--- config.mk ---
export PLATFORM = sky130hd
export DESIGN_NAME = textureLoader
export DESIGN_NICKNAME = d
export VERILOG_FILES = /design/src/rtl/texturePkg.sv /design/src/rtl/textureLoader.sv
export SDC_FILE = /design/constraint.sdc
export NUM_CORES = 1
export LEC_CHECK = 0
export BUFFER_PORTS_ARGS = -buffer_cell sky130_fd_sc_hd__buf_2
export CORE_ASPECT_RATIO = 0.9
export CORE_UTILIZATION = 34
export DETAILED_ROUTE_END_ITERATION = 10
export GPL_TIMING_DRIVEN = 0
export PLACE_DENSITY = 0.89
export REMOVE_ABC_BUFFERS = 1
export SLEW_MARGIN = 10
export SYNTH_ARGS = -nofsm -noshare
export SYNTH_HDL_FRONTEND = slang
export SYNTH_SLANG_ARGS = --single-unit
--- constraint.sdc ---
create_clock -name aclk -period 1.45 [get_ports aclk]
set_input_delay 0.0725 -clock aclk [delete_from_list [all_inputs] [get_ports aclk]]
set_output_delay 0.0725 -clock aclk [all_outputs]
set_load 0.1 [all_outputs]
--- src/rtl/texturePkg.sv ---
// ==========================================================
// Texture buffer shared definitions
// Size limits, colour channel widths and bank geometry
// Texel, coordinate, address and stream types
// ==========================================================
package texturePkg;

    // Texture size limits, 64 texels per axis at most
    localparam int maxSizeLog2 = 6;
    localparam int texelIdxWidth = 2 * maxSizeLog2; // Linear index into a full texture

    // Colour channels
    localparam int subPixelWidth = 4;
    localparam int expandedSubPixelWidth = 8;
    localparam int numSubPixels = 4;
    localparam int texelWidth = subPixelWidth * numSubPixels;
    localparam int expTexelWidth = expandedSubPixelWidth * numSubPixels;

    // Even s texels in one bank, odd s texels in the other
    localparam int bankDepth = 2048;
    localparam int bankAddrWidth = $clog2(bankDepth);

    localparam int streamWidth = 2 * texelWidth; // Two texels per beat

    // Stored RGBA4444 texel
    typedef logic [texelWidth - 1 : 0] texelT;

    // RGBA8888 after nibble replication
    typedef logic [expTexelWidth - 1 : 0] expTexelT;

    // Q1.15 on the way in, Q0.16 for the sub coordinates
    typedef logic [15 : 0] coordT;

    // 0 means 1 texel, 6 means 64 texels
    typedef logic [2 : 0] sizeLog2T;

    typedef logic [bankAddrWidth - 1 : 0] bankAddrT;

    // One write beat, low half is the even texel
    typedef logic [streamWidth - 1 : 0] streamT;

endpackage

--- src/rtl/textureLoader.sv ---
// ==========================================================
// Write side of the texture buffer
// Bank address counter with restart after the last beat
// Ready flag and even/odd split of each stream beat
// ==========================================================
module textureLoader
(
    input  logic                  aclk,
    input  logic                  resetn,

    input  logic                  streamValid,
    input  logic                  streamLast,
    input  texturePkg::streamT    streamData,
    output logic                  streamReady,

    output logic                  writeEn,
    output texturePkg::bankAddrT  writeAddr,
    output texturePkg::texelT     evenTexel,
    output texturePkg::texelT     oddTexel
);
    import texturePkg::*;

    // No back-pressure, ready only drops while in reset
    always_ff @(posedge aclk)
    begin
        if (!resetn)
        begin
            streamReady <= 1'b0;
        end
        else
        begin
            streamReady <= 1'b1;
        end
    end

    assign writeEn = streamValid && streamReady;

    always_ff @(posedge aclk)
    begin
        if (!resetn)
        begin
            writeAddr <= '0;
        end
        else if (writeEn)
        begin
            if (streamLast)
                writeAddr <= '0; // Next texture starts at the bank origin
            else
                writeAddr <= writeAddr + 1'b1;
        end
    end

    // Both texels of a beat share one bank address
    assign evenTexel = streamData[0 +: texelWidth];
    assign oddTexel  = streamData[texelWidth +: texelWidth];

endmodule

==> summary.md, run 1 <==
| Metric | Value |
|---|---|
| Min-delay src | streamValid |
| Share of layout cells above drive strength 1 | 33.7% |
| HPWL Detailed | 1880 µm |
| Number of port buffers | 16 |
| Setup WS post-layout | 0.0632 ns |
| Diode count | 0 |
| Reg-to-reg startpoint | writeAddr[0] |
| Clock Pin Slew Worst Setup and Hold Paths | 0.07 ns |
| Die height | 47.2 µm |
| Synth Area in Adders | 1.62% |
| Worst-Skew Late Latency | 0.27 ns |
| Routed len/inst | 21.2 µm |
| Complex-gate fraction of the synthesized area | 9.06% |
| Critical-path maximum fanout | 6 |
| Post-route ant nets | 0 |
| Largest cells by area after synthesis | dfxtp_1 (31%), buf_4 (31%), nand3_1 (5.2%), a21oi_1 (4.5%), nand4_4 (2.8%) |
| Maximum vdd ir drop | 0.534 mV |
| Root buf cell | clkbuf_4 |
| Multiplexer area fraction after synthesis | 2.59% |
| Clk sinks | 12 |
| CP endpoint kind | primary output |
| Area delta synth->final | -7.61% |
| CP peak stage delay | 0.43 ns |
| Post-synthesis async set-or-reset flop share | 0% |
| Slew Limit Fails | 0 |
| Gr usage total | 20.1% |
| RSZ-0062 raised after global routing | true |
| Hold slack | 0.129 ns |
| # rows | 16 |
| DR pass1 iterations | 4 |
| DR WL met2 | 789 µm |
| Final period util | 95.6% |
| EDFF count, synth | 0 |
| Max_cap viols | 0 |
| Cell Area, Synth | 773 µm² |
| Final Skew | 0.00397 ns |
| Vias | 605 |
| Layout Nets | 121 |
| Average cell area after synthesis | 8.40 µm² |
| P per Cell Area | 954 nW/µm² |
| Arr. time, crit path | 1.31 ns |
| Final Critical Period | 1.39 ns |
| Worst path slowest cell | dfxtp_1 |
| DRC Markers | 0 |
| Final setup viols | 0 |
| LEAKAGE | 0.000295 µW |
| Share of the synthesized area in the top cell type | 31.1% |
| Met3 Wirelength | 613 µm |
| H-tree depth | 1 |
| Synth cell types | 22 |
| Place WS | -0.00178 ns |
| Chip width | 52.3 µm |
| Cell taking the most area after synthesis | dfxtp_1 |
| CTS buffer count | 3 |
| Main combinational cell family by area after synthesis | buffers and inverters |
| Fmax achieved | 721 MHz |
| Critical Path RT | 1.38 ns |
| Main synth FF type | dfxtp_1 |
| Metal1 wirelength | 921 µm |
| Largest net degree at the start of global routing | 10 |
| Worst r2r path cells | 4 |
| HP Class | input pin to flip-flop |
| Top sig layer | met4 |
| Clock buffer depth | 2 |
| Vias per cell | 5.50 |
| Worst Setup SP | streamReady |
| Routability cong. | 0.697 |
| Final core utilization | 33.0% |
| Simple-gate area share of the yosys netlist | 20.4% |
| Final WL | 2330 µm |
| Hold Vio Cnt, Final | 0 |
| Grt ovf | 0 |
| First-pass GRT wire length | 3150 µm |
| Vias in the first global route | 564 |
| Core Area | 2160 µm² |
| Worst hold path cell count | 3 |
| XOR/XNOR share of the synthesized area | 2.27% |
| Crit path launch type | flip-flop |
| Initial antenna violation count | 0 |
| Syn Inst Count | 92 |
| Status | finished clean |
| Filler Cells Inserted | 235 |
| Initial Util | 35.8% |
| CP cell instances | nand2_1 -> inv_1 -> buf_2 |
| Ports | 81 |
| Kind of critical path | flip-flop to primary output |
| Rel. slew slack | 67.7% |
| CTS tree | yes |
| Worst-margin pin slew | 0.488 ns |
| Seq/Total Area, Yosys | 31.1% |
| Syn. warnings | 0 |
| DIE AREA | 2470 µm² |
| Synth Register Bits | 12 |
| DRT iter0 DRCs | 14 |
power by group:
group / leakage (µW) / switching [µW] / internal [µW]
clock: 0.0000210 / 112 / 153
combinational: 0.000176 / 62.7 / 14.9
sequential: 0.0000977 / 5.69 / 334
layer usage:
metal,vias up,global-route usage [%]
met5,-,4.17
met4,0,2.11
met3,2,25.6
met2,57,24.1
met1,278,21.9
li1,268,-
flip-flops by register name, indices dropped and copies added, names as in the netlist:
name         count
writeAddr       11
streamReady      1
synthesized netlist by cell type (all sizes together) (2+ instances only):
cell type  number
nand2           5
mux2i           2
a21oi           7
nor2            2
or4             2
buf            32
inv             4
or3             4
nand4           2
dfxtp          12
o21ai           4
o31ai           2
nand3           8
cell usage in the layout, fill, tap and decap left out, types with 2 or more instances in the layout:
cell      Yosys  routed
buf_2         0      16
dfxtp_1      12      11
or4_1         2       2
buf_4        32       2
mux2i_1       2       2
nand2_1       4       4
a21oi_1       7       7
or3_1         2       2
inv_1         4       4
clkbuf_4      0       3
nor2_1        2       2
o31ai_1       2       2
or3_2         2       2
o21ai_0       4       4
nand3_1       8       7
critical path, delay by kind of cell (launching register included):
kind          cells  cell delay [ns]
simple gates      1             0.14
flops             1             0.43
buf+inv           2             0.48
cell type report:
class	count	area [µm²]	share of cell area, %
Sequential cell	12	241	33.8
Tap cell	27	33.8	4.73
Multi-Input combinational cell	44	283	39.6
Clock buffer	4	36.3	5.08
Timing Repair Buffer	19	105	14.7
Inverter	4	15.0	2.10
through the flow:
stage | area (µm²) | power [µW] | instances | TNS (ns)
after floorplan | 533 | 404 | 60 | -5.60
after CTS | 698 | 695 | 108 | 0
final | 714 | 682 | 110 | 0
after global routing | 714 | 716 | 110 | -0.00876
after global placement | 647 | 419 | 103 | 0
after detailed placement | 647 | 422 | 103 | -0.00178
final timing paths:
kind                                 endpoint  slack, ns
worst min register to register  writeAddr[10]       0.49
worst max register to register   writeAddr[6]       0.09
worst min-delay path             writeAddr[1]       0.13
worst max-delay path                  writeEn       0.06
logic make-up after synthesis:
kind of cell    count (synthesis)
flops                          12
simple gates                   26
buf+inv                        36
xor+xnor                        2
compound gates                 13
fa+ha+maj                       1
mux                             2
repair_timing:
action,in CTS,in global routing
setup endpoints to repair,1,2
hold endpoints to repair,1,0
pin swaps,0,1
gates resized for setup,1,1
setup buffers,0,2
hold buffers,1,0
No activity file was read; power rests on OpenSTA's default activity.
==> run 2: changes to the inputs <==
==> constraint.sdc (replaced) <==
create_clock -name aclk -period 1.45 [get_ports aclk]
set_input_delay 0.2175 -clock aclk [delete_from_list [all_inputs] [get_ports aclk]]
set_output_delay 0.2175 -clock aclk [all_outputs]
set_load 0.1 [all_outputs]
==> summary.md, run 2 (synthesis gave the netlist of run 1 again) <==
| Metric | Value |
|---|---|
| Status | finished clean |
| Routed len/inst | 21.4 µm (+1.0%) |
| Final Critical Period | 1.39 ns (+0.00318 ns) |
| DIE AREA | 2470 µm² (unchanged) |
| Critical-path maximum fanout | 5 (-1) |
| Pwr Total | 682 µW (about the same) |
| Slew Limit Fails | 0 (unchanged) |
| Register area | 241 µm² (unchanged) |
| Most frequent cells in the layout | buf_2 (13), dfxtp_1 (11), nand3_1 (7), a21oi_1 (7), clkbuf_4 (5) |
| Worst-margin pin slew | 0.489 ns (+0.000715 ns) |
| Initial antenna violation count | 0 (unchanged) |
| Clock buffer depth | 2 (unchanged) |
| Worst path slowest cell | buf_2 |
| Gr usage total | 20.1% (unchanged) |
| DRC Markers | 0 (unchanged) |
| Regs by FF count | writeAddr (11), streamReady (1) |
| Dpl cells | 103 (unchanged) |
| Kind of critical path | flip-flop to primary output |
| Final instance area | 716 µm² (+0.18%) |
| Layout Cells excl Fill | 109 (-0.91%) |
| CP endpoint kind | primary output |
| HP Class | input pin to flip-flop |
| Post-DP Area | 647 µm² (unchanged) |
| Final core utilization | 33.1% (+0.058 points) |
| Core Area | 2160 µm² (unchanged) |
| Filler Cells Inserted | 234 (-0.43%) |
| Worst-Skew Late Latency | 0.27 ns (about the same) |
| Layout Nets | 120 (-0.83%) |
| Arr. time, crit path | 1.17 ns (-0.14 ns) |
| Largest delay share family, worst path | buffers and inverters |
| Most common cell after layout, fill and taps aside | buf_2 |
| Largest net degree at the start of global routing | 10 (unchanged) |
| H-tree depth | 1 (unchanged) |
| Clock Pin Slew Worst Setup and Hold Paths | 0.08 ns (about the same) |
| DR pass1 iterations | 4 (unchanged) |
| Final period util | 95.9% (+0.22 points) |
| Rel. slew slack | 67.6% (about the same) |
| Clk sinks | 12 (unchanged) |
| Vias in the first global route | 564 (unchanged) |
| Top reg by flops | writeAddr |
| Setup tns final | 0 ns (unchanged) |
| CTS tree | yes |
| Final WL | 2330 µm (about the same) |
| CP cell instances | buf_2 |
| Grt ovf | 0 (unchanged) |
| Diode count | 0 (unchanged) |
| Hold Vio Cnt, Final | 0 (unchanged) |
| Post-route ant nets | 0 (unchanged) |
| HPWL Detailed | 1880 µm (unchanged) |
| Routability cong. | 0.697 (unchanged) |
| LEAKAGE | 0.000290 µW (-1.5%) |
| Share of layout cells above drive strength 1 | 34.1% (+0.41 points) |
| RSZ-0062 raised after global routing | true |
| Root buf cell | clkbuf_4 |
| Final setup viols | 0 (unchanged) |
| Area delta synth->final | -7.44% |
| P per Cell Area | 953 nW/µm² (-0.15%) |
| First-pass GRT wire length | 3150 µm (unchanged) |
| Die height | 47.2 µm (unchanged) |
| Ports | 81 (unchanged) |
| Number of port buffers | 16 (unchanged) |
| CP bufs+invs | 1 (-1) |
| Initial Util | 35.8% (unchanged) |
| DRT iter0 DRCs | 14 (unchanged) |
| Max reg flops | 11 (unchanged) |
| Crit path launch type | flip-flop |
| Fmax achieved | 719 MHz (-0.23%) |
| Vias per cell | 5.55 (+0.92%) |
| Area of the multi-input gates | 283 µm² (unchanged) |
| Max_cap viols | 0 (unchanged) |
| Critical Path RT | 1.23 ns (-0.15 ns) |
| # rows | 16 (unchanged) |
| Vias | 605 (unchanged) |
| CTS buffer count | 3 (unchanged) |
| Chip width | 52.3 µm (unchanged) |
| Maximum vdd ir drop | 0.510 mV (-4.4%) |
| CP peak stage delay | 0.47 ns (+0.04 ns) |
| Final Skew | 0.00380 ns (-0.000164 ns) |
==> run 2: cell types whose count changed in the layout (fill, tap and decap cells not counted), sizes merged <==
cell	previous run	this run
clkbuf	4	6
buf	18	16
dlygate4sd3	1	0
==> run 2: final timing paths <==
kind,startpoint,to,slack (ns),cells past startpoint
setup / recovery,writeAddr[4],writeAddr[4],0.06,1
hold / removal,resetn,streamReady,0.12,1
setup reg to reg,writeAddr[0],writeAddr[6],0.09,4
hold reg to reg,writeAddr[10],writeAddr[10],0.49,2
==> run 2: cell type report <==
class	count	share of cell area, %
timing repair buffer	18	14.9
tap	27	4.72
inverter	4	2.10
sequential	12	33.7
clock buffer	4	5.07
multi-input combinational	44	39.5
==> run 2: timing repair <==
item / in CTS / in global routing
pin swaps: 0 / 1
gates resized for setup: 2 / 4
hold buffers: 0 / 0
setup endpoints to repair: 2 / 5
buffers inserted: 0 / 2
==> run 2: routing by layer <==
layer / up-vias / wire [µm] / global-route usage, % / share of wire (%)
met3: 2 / 606 / 25.6 / 26
met5: - / 0 / 4.17 / 0
met1: 282 / 925 / 21.9 / 40
li1: 266 / - / - / -
met2: 55 / 794 / 24.1 / 34
met4: 0 / 2 / 2.11 / 0.086
==> run 2: per-stage QoR <==
step / hold WS (ns) / worst slack, ns
2_1_floorplan: 0.245 / -0.642
3_3_place_gp: 0.396 / 0.0428
3_5_place_dp: 0.403 / -0.00178
4_1_cts: 0.112 / 0.0279
5_1_grt: 0.109 / -0.00876
6_report: 0.124 / 0.0600
==> run 2: power by group <==
part           internal, µW  switching [µW]  total, µW
Clock                   153             112        265
Combinational          14.9            62.9       77.9
Sequential              334            5.69        339
Total                   501             181        682
