### src/rtl/texturePkg.sv
// ==========================================================
// Texture buffer shared definitions
// Size limits, colour channel widths and bank geometry
// Texel, coordinate, address and stream types
// ==========================================================
package texturePkg;

    // Texture size limits, 64 texels per axis at most
    localparam int maxSizeLog2 = 6;
    localparam int texelIdxWidth = 2 * maxSizeLog2; // Linear index into a full texture

    // Colour channels
    localparam int subPixelWidth = 4;
    localparam int expandedSubPixelWidth = 8;
    localparam int numSubPixels = 4;
    localparam int texelWidth = subPixelWidth * numSubPixels;
    localparam int expTexelWidth = expandedSubPixelWidth * numSubPixels;

    // Even s texels in one bank, odd s texels in the other
    localparam int bankDepth = 2048;
    localparam int bankAddrWidth = $clog2(bankDepth);

    localparam int streamWidth = 2 * texelWidth; // Two texels per beat

    // Stored RGBA4444 texel
    typedef logic [texelWidth - 1 : 0] texelT;

    // RGBA8888 after nibble replication
    typedef logic [expTexelWidth - 1 : 0] expTexelT;

    // Q1.15 on the way in, Q0.16 for the sub coordinates
    typedef logic [15 : 0] coordT;

    // 0 means 1 texel, 6 means 64 texels
    typedef logic [2 : 0] sizeLog2T;

    typedef logic [bankAddrWidth - 1 : 0] bankAddrT;

    // One write beat, low half is the even texel
    typedef logic [streamWidth - 1 : 0] streamT;

endpackage

### src/rtl/quadAssembler.sv
// ==========================================================
// Texel quad assembly after the bank read
// Bank demux per corner and quad clamping
// RGBA4444 to RGBA8888 expansion of all four texels
// ==========================================================
module quadAssembler
(
    input  logic [3 : 0]          cornerOdd,
    input  logic                  clampS,
    input  logic                  clampT,

    input  texturePkg::texelT     evenDataA, // Row t0
    input  texturePkg::texelT     oddDataA,
    input  texturePkg::texelT     evenDataB, // Row t1
    input  texturePkg::texelT     oddDataB,

    output texturePkg::expTexelT  texel00,
    output texturePkg::expTexelT  texel01,
    output texturePkg::expTexelT  texel10,
    output texturePkg::expTexelT  texel11
);
    import texturePkg::*;

    localparam int extraBits = expandedSubPixelWidth - subPixelWidth;

    texelT select00;
    texelT select01;
    texelT select10;
    texelT select11;

    texelT clamped01;
    texelT clamped10;
    texelT clamped11;

    // Fill the low bits with the top of the same channel
    function automatic expTexelT expand
    (
        input texelT texel
    );
        expTexelT result;
        logic [subPixelWidth - 1 : 0] channel;
        result = '0;
        for (int i = 0; i < numSubPixels; i++)
        begin
            channel = texel[i * subPixelWidth +: subPixelWidth];
            result[i * expandedSubPixelWidth +: expandedSubPixelWidth] =
                {channel, channel[subPixelWidth - 1 -: extraBits]};
        end
        return result;
    endfunction

    // Each corner reads the bank its parity points to
    assign select00 = cornerOdd[0] ? oddDataA : evenDataA;
    assign select01 = cornerOdd[1] ? oddDataA : evenDataA;
    assign select10 = cornerOdd[2] ? oddDataB : evenDataB;
    assign select11 = cornerOdd[3] ? oddDataB : evenDataB;

    // Clamp at the far edge
    assign clamped01 = clampS ? select00 : select01;
    assign clamped10 = clampT ? select00 : select10;

    always_comb
    begin
        if (clampS)
            clamped11 = clamped10; // Covers the corner clamped in both axes
        else if (clampT)
            clamped11 = select01;
        else
            clamped11 = select11;
    end

    assign texel00 = expand(select00);
    assign texel01 = expand(clamped01);
    assign texel10 = expand(clamped10);
    assign texel11 = expand(clamped11);

endmodule

### config.mk
export PLATFORM = sky130hd
export DESIGN_NAME = quadAssembler
export DESIGN_NICKNAME = d
export VERILOG_FILES = /design/src/rtl/texturePkg.sv /design/src/rtl/quadAssembler.sv
export SDC_FILE = /design/constraint.sdc
export NUM_CORES = 1
export LEC_CHECK = 0
export ABC_AREA = 1
export BUFFER_PORTS_ARGS = -buffer_cell sky130_fd_sc_hd__buf_2
export CAP_MARGIN = 5
export CORE_MARGIN = 1.5
export CORE_UTILIZATION = 38
export DETAILED_ROUTE_END_ITERATION = 8
export PLACE_DENSITY = 0.91
export SLEW_MARGIN = 20
export SYNTH_ARGS = -nofsm -noshare
export SYNTH_HDL_FRONTEND = slang
export SYNTH_SLANG_ARGS = --single-unit
### constraint.sdc
create_clock -name vclk -period 0.8
set_input_delay 0.08 -clock vclk [all_inputs]
set_output_delay 0.08 -clock vclk [all_outputs]
set_load 0.02 [all_outputs]
==> results of run 1 <==
how the worst max path moves through the flow:
stage,cells after the start,end,startpoint
floorplan,7,texel01[14],cornerOdd[0]
global placement,6,texel10[30],cornerOdd[0]
detailed placement,9,texel11[22],cornerOdd[1]
CTS,10,texel11[22],cornerOdd[1]
global route,7,texel01[28],cornerOdd[1]
finish,8,texel01[17],cornerOdd[1]
cell usage in the layout (no fill, tap or decap), types with 16 or more instances in the layout:
cell     count
buf_6      126
nand2_1    120
buf_2       67
nand2_2     62
nand3_1     33
and2_4      32
nand2_4     30
inv_1       30
buf_4       29
nand3_2     20
inv_4       17
o21ai_4     16
where the power goes:
part	total (mW)	switching [mW]	internal, mW
logic	5.00	2.76	2.24
clock network	0	0	0
registers	0	0	0
cells in the mapped netlist:
master,instances
and2_1,25
buf_2,5
nand2_1,203
buf_8,1
buf_4,72
inv_8,2
clkbuf_1,1
buf_12,2
and2_4,7
inv_4,3
o21ai_2,12
buf_6,9
nand3_1,66
inv_1,46
o21ai_0,4
inv_2,1
nand2_2,18
what timing repair did:
action | in CTS | in global routing
resized for setup | 356 | 62
pin swaps | 55 | 29
endpoints found under the setup margin | 128 | 128
gates cloned | 7 | 0
endpoints found under the hold margin | 0 | 0
setup buffers | 4 | 5
metal layers:
metal | wire, µm | part of all wire, % | vias up | global-route usage, %
met5 | 0 | 0 | - | 0
met3 | 1060 | 7.2 | 139 | 3.56
li1 | - | - | 1710 | -
met4 | 1370 | 9.3 | 0 | 15.9
met2 | 7230 | 49 | 348 | 58.7
met1 | 5070 | 34 | 1853 | 39.4
kinds of logic (layout without fill, tap and decap cells):
kind of cell	count (synthesis)	after routing	share of synthesized area [%]
and+or+nand+nor	319	319	57.1
buffers and inverters	142	296	37.9
AOI/OAI and AO/OA	16	16	5.02
final cells by class:
type / count / area (µm²) / share of cell area (%)
inverter: 52 / 297 / 5.60
multi-input combinational: 335 / 2490 / 47.0
tap: 77 / 96.3 / 1.82
timing repair buffer: 241 / 2380 / 45.0
timing repair inverter: 3 / 31.3 / 0.591
critical path, delay by kind of cell:
family	cells	cell delay (ns)
AO/OA/AOI/OAI	1	0.08
AND/OR/NAND/NOR	3	0.30
buffers and inverters	4	0.53
metrics by stage:
step / power, mW / setup TNS [ns] / cells / setup slack [ns]
6_report: 5.00 / -20.59 / 708 / -0.285
2_1_floorplan: 2.94 / -8.62 / 477 / -0.212
3_5_place_dp: 3.34 / -29.83 / 692 / -0.321
3_3_place_gp: 3.29 / -27.13 / 692 / -0.267
4_1_cts: 4.51 / -14.78 / 703 / -0.187
5_1_grt: 5.17 / -23.62 / 708 / -0.402
==> metrics, run 1 <==
final core utilization 83.4%; pwr dens 944 mW/mm²; sequential area share after synthesis 0%; Final Hold Fails 0; Hold Path Depth 5; final setup margin -0.285 ns; FFs & Latches 0; Worst setup EP type output port; area leader, netlist nand2_1; first-pass GRT wire length around 19000 µm; unrepaired setup endpoints after global routing yes; hold buffers post-CTS 0; worst hold endpoint texel10[24]; largest net degree at the start of global routing 17; clkbuf count 0; max-cap viol count 0; Yosys cell types 17; final wirelength between 10000 and 15000 µm; Worst Hold Class primary input to output port; Die X 84.0 µm; Via density 5.72; Critical Path Max Stage Delay 0.14 ns; worst hold margin 0.637 ns; max-slew violations 0; syn_nets 547; Initial Util about two fifths; initial antenna violation count 0; Final nets approximately 700; Mapped Cells 477; CP Launch Type primary input; failing checks setup timing; n_diodes 0; critical path, cell by cell buf_12 -> buf_6 -> nand2_1 -> nand2_4 -> buf_4 -> nand2_1 -> o21ai_4 -> buf_6; mean post-synth cell area 5.22 µm²; FF+latch area 0 µm²; Slew @ Worst Pin 0.224 ns; outcome complete, but fails checks; Peak supply drop 0.767 mV; HP Start evenDataB[12]; DRT antenna net count 0; GRT Total Usage 33.0%; synthesized area 0.00249 mm²; CORE AREA 0.00635 mm²; Req. time, crit path 0.72 ns; port bufs ~200; WL/cell 20.8 µm; worst setup path category primary input to output port; Placed Area 0.00363 mm²; Max Freq slightly above 900 MHz; critical-path maximum fanout 8; final setup vio count 126; initial DRC count ~300; GR Overflow Total 0; fin crit share 136%; io pins between 150 and 200; largest cells by area after synthesis nand2_1, buf_4, nand3_1; routability congestion estimate 0.926; drt pass-1 iters 5; final instance area 0.00529 mm²; share of layout cells above drive strength 1 71.0%; Core Rows 29; Chip Height 84.0 µm; layout filler cell count 329; YS warnings 0; Period minus WS final 1.09 ns; vias in the first global route 3694; Slew HR about 85%; vias after detailed routing ~4100; Layout area overhead 113%; die footprint 0.00705 mm²; top cell type's share of synthesized area 30.6%; hpwl dp just under 8000 µm; critical path data arrival time 1.01 ns; DRC Markers 0; slowest library cell on the worst path buf_6; Leak ~2.8 nW
Power figures use the tool's default switching activity.
==> run 2, diff against run 1 <==
ABC_AREA = 0   (was 1)
CAP_MARGIN = 40   (was 5)
CORE_AREA = 2 2 77 79   (was default)
CORE_MARGIN = default   (was 1.5)
CORE_UTILIZATION = default   (was 38)
DIE_AREA = 0 0 79 81   (was default)
PLACE_DENSITY = 0.85   (was 0.91)
==> run 2 against run 1 <==
Effect of this change:
- the flow still finishes with violations (setup timing)
- combinational power is 17% lower
- flip-flop and latch count stayed put
- power is 17% lower
- synthesized area is 36% lower
- die area is 9.2% lower
- largest power group unchanged
- global-route usage is 9.9 points lower
- via count is 48% lower
- worst setup slack worse by 0.42 ns
==> metrics, run 2 <==
share of layout cells above drive strength 1 96.6% (+26 points); Slew HR 75.9% (-9.1 points); Most Frequent Cell on Critical Path mux2_4; Yosys cell types 11 (-6); failing checks setup timing; Fin Setup TNS -50.74 ns (-30.15 ns); Worst setup EP type output port; Chip Height 81 µm (-3.5%); GR Overflow Total 0 (unchanged); max-slew violations 0 (unchanged); final setup vio count 128 (+1.6%); vias after detailed routing 2108 (-48%); Max Freq 666 MHz (-28%); DR WL met3 789 µm (-25%); fin crit share 188% (+52 points); Final Hold Fails 0 (unchanged); most frequent cells in the layout buf_6, buf_2, mux2_4; slowest library cell on the worst path mux2i_4; sequential area share after synthesis 0% (unchanged); unrepaired setup endpoints after global routing yes; CORE AREA 0.00568 mm² (-11%); hold buffers post-CTS 0 (unchanged); top cell type's share of synthesized area 37.7% (+7.1 points); synth cell count leaders buf_4, mux2_2, mux2i_1, nand2_1, o21ai_0; initial antenna violation count 0 (unchanged); Placed Area 0.00258 mm² (-29%); final instance area 0.00393 mm² (-26%); met2 WL 4810 µm (-33%); routability congestion estimate 0.799 (-14%); Via density 4.89 (-14%); Req. time, crit path 0.72 ns (about the same); GRT Total Usage 23.1% (-9.9 points); most common cell after layout, fill and taps aside buf_6; Die X 79 µm (-5.9%); Leak 2.08 nW (-26%); Final Non-Filler Cells 431 (-39%); Hold Path Depth 3 (-2); Initial Util 27.9% (-11 points); crit path buf inv count 3 (-1); FFs & Latches 0 (unchanged); total power 4.13 mW (-17%); outcome complete, but fails checks; uppermost routed layer met4; clkbuf count 0 (unchanged); Worst Hold Class primary input to output port; largest net degree at the start of global routing 20 (+3); pwr dens 1050 mW/mm² (+11%); Final nets 428 (-39%); drt pass-1 iters 4 (-1); layout filler cell count 393 (+19%); first-pass GRT wire length 11500 µm (-40%); io pins 198 (unchanged); Peak supply drop 0.713 mV (-7.0%); die footprint 0.00640 mm² (-9.2%); DRC Markers 0 (unchanged); Critical Path Max Stage Delay 0.31 ns (+0.17 ns); Layout area overhead 148%; final setup margin -0.702 ns (-0.417 ns); CP Launch Type primary input; Core Rows 28 (-3.4%); worst slack, placed -0.789 ns (-0.468 ns); most frequent cell after synthesis buf_4; FF+latch area 0 µm² (unchanged); mean post-synth cell area 8.37 µm² (+60%); largest cells by area after synthesis mux2_2, buf_4, mux2i_1; max-cap viol count 0 (unchanged); hpwl dp 4990 µm (-35%); Worst path top cell family by delay multiplexers; port bufs 198 (unchanged); Cell Count Post-Placement 424 (-39%); WL/cell 20.2 µm (-2.8%); Period minus WS final 1.50 ns (+0.417 ns); vias in the first global route 2225 (-40%); critical path, cell by cell buf_8 -> mux2i_4 -> buf_12 -> mux2_4 -> mux2_4 -> buf_6; critical-path maximum fanout 6 (-2); Levels on crit path 6 (-2); YS warnings 0 (unchanged); DRT antenna net count 0 (unchanged); n_diodes 0 (unchanged); worst hold margin 0.517 ns (-0.120 ns); critical path data arrival time 1.42 ns (+0.41 ns); Slew @ Worst Pin 0.351 ns (+0.127 ns); area leader, netlist mux2_2; synthesized area 0.00158 mm² (-36%); met1 WL 2860 µm (-44%); syn_nets 259 (-53%); initial DRC count 29 (-90%); worst setup path category primary input to output port; final core utilization 69.2% (-14 points); Mapped Cells 189 (-60%); final wirelength 8710 µm (-41%)
## run 2: cell count changes in the layout (fill, tap and decap cells not counted), sizes merged
cell / previous run / this run
mux2: 0 / 64
nand2: 221 / 16
and2: 32 / 0
clkinv: 0 / 1
mux2i: 0 / 18
inv: 55 / 0
nand3: 66 / 0
## run 2: final cells by class
type                       instances  area, µm²  share of cell area [%]
tap                               75       93.8                    2.39
timing repair buffer             241       2250                    57.2
inverter                           1       3.75                  0.0955
multi-input combinational        114       1580                    40.3
## run 2: worst paths after layout
| kind | start | endpoint |
|---|---|---|
| worst min-delay path | oddDataA[13] | texel01[25] |
| worst max-delay path | clampS | texel11[19] |
## run 2: logic make-up after synthesis
logic type | Yosys count | share of synthesized area [%]
buffers and inverters | 75 | 33.8
AOI/OAI and AO/OA | 16 | 5.06
and+or+nand+nor | 16 | 3.79
muxes | 82 | 57.4
## run 2: metal layers
metal  global-route usage, %  vias up
li1                        -      936
met1                    23.7     1001
met2                    48.1      149
met3                    3.22       22
met4                    6.38        0
met5                       0        -
## run 2: timing repair
action	CTS	global route
endpoints found under the setup margin	128	128
gates resized for setup	269	98
gates cloned	3	0
setup buffers	1	6
pin swaps	1	0
endpoints found under the hold margin	0	0
## run 2: report_power, final
part | internal [mW] | switching (mW)
Sequential | 0 | 0
Combinational | 2.14 | 1.99
Clock | 0 | 0
Total | 2.14 | 1.99
==> run 3, diff against run 2 <==
==> constraint.sdc (replaced) <==
create_clock -name vclk -period 0.8
set_input_delay 0.04 -clock vclk [all_inputs]
set_output_delay 0.04 -clock vclk [all_outputs]
set_load 0.02 [all_outputs]
==> run 3 against run 2 <==
Effect of this change:
- the run still ends with setup timing left
- worst setup slack gained 0.066 ns
- sequential share of layout area is the same
- final cell count is the same
- flip-flop and latch count is the same
- fmax grew 4.6%
- via count grew 0.38%
- routed wire length shrank 0.47%
- critical path type unchanged
- combinational power is essentially flat
- largest cell class unchanged
- clock-buffer cell count is the same
==> metrics, run 3 (same netlist as run 2, synthesis figures left out) <==
met2 WL 4830 µm (+0.27%); met1 WL 2940 µm (+2.8%); GR Overflow Total 0 (unchanged); worst hold endpoint texel01[1]; hpwl dp 4990 µm (unchanged); Worst setup EP type output port; largest net degree at the start of global routing 20 (unchanged); Initial Util 27.9% (unchanged); final wirelength 8670 µm (-0.47%); Most Frequent Cell on Critical Path mux2_4; failing checks setup timing; FFs & Latches 0 (unchanged); uppermost routed layer met4; initial antenna violation count 0 (unchanged); GRT Total Usage 23.1% (about the same); max-slew violations 0 (unchanged); routability congestion estimate 0.799 (unchanged); FF+latch area 0 µm² (unchanged); Worst path top cell family by delay multiplexers; Chip Height 81 µm (unchanged); vias in the first global route 2205 (-0.90%); n_diodes 0 (unchanged); CP Launch Type primary input; final setup vio count 128 (unchanged); initial DRC count 37 (+28%); Die X 79 µm (unchanged); Core Rows 28 (unchanged); hold buffers post-CTS 0 (unchanged); final setup margin -0.636 ns (+0.0661 ns); Slew @ Worst Pin 0.357 ns (+0.00601 ns); Critical Path Max Stage Delay 0.33 ns (+0.02 ns); Max Freq 696 MHz (+4.6%); Layout area overhead 148% (about the same); CORE AREA 0.00568 mm² (unchanged); Final Hold Fails 0 (unchanged); most common cell after layout, fill and taps aside buf_6; slowest library cell on the worst path mux2_4; io pins 198 (unchanged); max-cap viol count 0 (unchanged); Leak 2.08 nW (-0.18%); WL/cell 20.1 µm (-0.47%); Cell Count Post-Placement 424 (unchanged); Via density 4.91 (+0.38%); critical path data arrival time 1.40 ns (-0.02 ns); Req. time, crit path 0.76 ns (+0.04 ns); pwr dens 1050 mW/mm² (about the same); die footprint 0.00640 mm² (unchanged); share of layout cells above drive strength 1 96.9% (+0.28 points); critical-path maximum fanout 16 (+10); unrepaired setup endpoints after global routing yes; DR WL met3 676 µm (-14%); worst setup path category primary input to output port; crit path buf inv count 3 (unchanged); most frequent cells in the layout buf_6, buf_2, mux2_4; fin crit share 180% (-8.3 points); Slew HR 76.2% (+0.27 points); vias after detailed routing 2116 (+0.38%); HP Start oddDataA[1]; Final nets 428 (unchanged); total power 4.13 mW (about the same); clkbuf count 0 (unchanged); first-pass GRT wire length 11400 µm (-0.48%); drt pass-1 iters 4 (unchanged); worst slack, placed -0.709 ns (+0.0800 ns); DRC Markers 0 (unchanged); Final Non-Filler Cells 431 (unchanged); Hold Path Depth 3 (unchanged); Levels on crit path 6 (unchanged); Worst Hold Class primary input to output port; DRT antenna net count 0 (unchanged); critical path, cell by cell buf_8 -> mux2i_4 -> buf_12 -> mux2_4 -> mux2_4 -> buf_6; outcome complete, but fails checks; Peak supply drop 0.684 mV (-4.1%); Period minus WS final 1.44 ns (-0.0661 ns); port bufs 198 (unchanged)
-- run 3: cell counts in the layout (fill, tap and decap cells not counted) --
No cell type changed its count.
-- run 3: how the worst max path moves through the flow --
stage / startpoint / end / slack, ns
floorplan: cornerOdd[0] / texel11[13] / -0.65
global placement: clampS / texel11[19] / -0.70
detailed placement: clampS / texel11[19] / -0.71
CTS: clampS / texel11[28] / -0.66
global route: clampS / texel11[19] / -0.67
finish: clampS / texel11[25] / -0.64
-- run 3: cell type report --
| class | instances | area (µm²) |
|---|---|---|
| timing repair buffer | 241 | 2240 |
| fill | 393 | 1750 |
| multi-input combinational | 114 | 1590 |
| tap | 75 | 93.8 |
| inverter | 1 | 3.75 |
-- run 3: power by group --
group / switching [mW] / internal [mW]
sequential: 0 / 0
clock: 0 / 0
combinational: 1.99 / 2.14
total: 1.99 / 2.14
-- run 3: what timing repair did --
| item | CTS | global route |
|---|---|---|
| gates cloned | 3 | 0 |
| setup endpoints to repair | 128 | 128 |
| pin swaps | 1 | 0 |
| buffers inserted | 1 | 6 |
| gates resized for setup | 271 | 95 |
-- run 3: routing by layer --
layer | up-vias | track usage (%)
li1 | 937 | -
met1 | 1019 | 23.7
met5 | - | 0
met2 | 140 | 48.6
met4 | 0 | 5.86
met3 | 20 | 2.89
-- run 3: through the flow --
stage,setup TNS (ns),util [%],hold slack (ns),area [µm²]
after detailed placement,-60.02,45.5,0.469,2580
after CTS,-40.11,62.9,0.448,3570
final,-41.18,69.2,0.449,3930
after global routing,-43.41,69.2,0.457,3930
after floorplan,-34.61,-,0.170,1790
after global placement,-57.62,45.5,0.463,2580
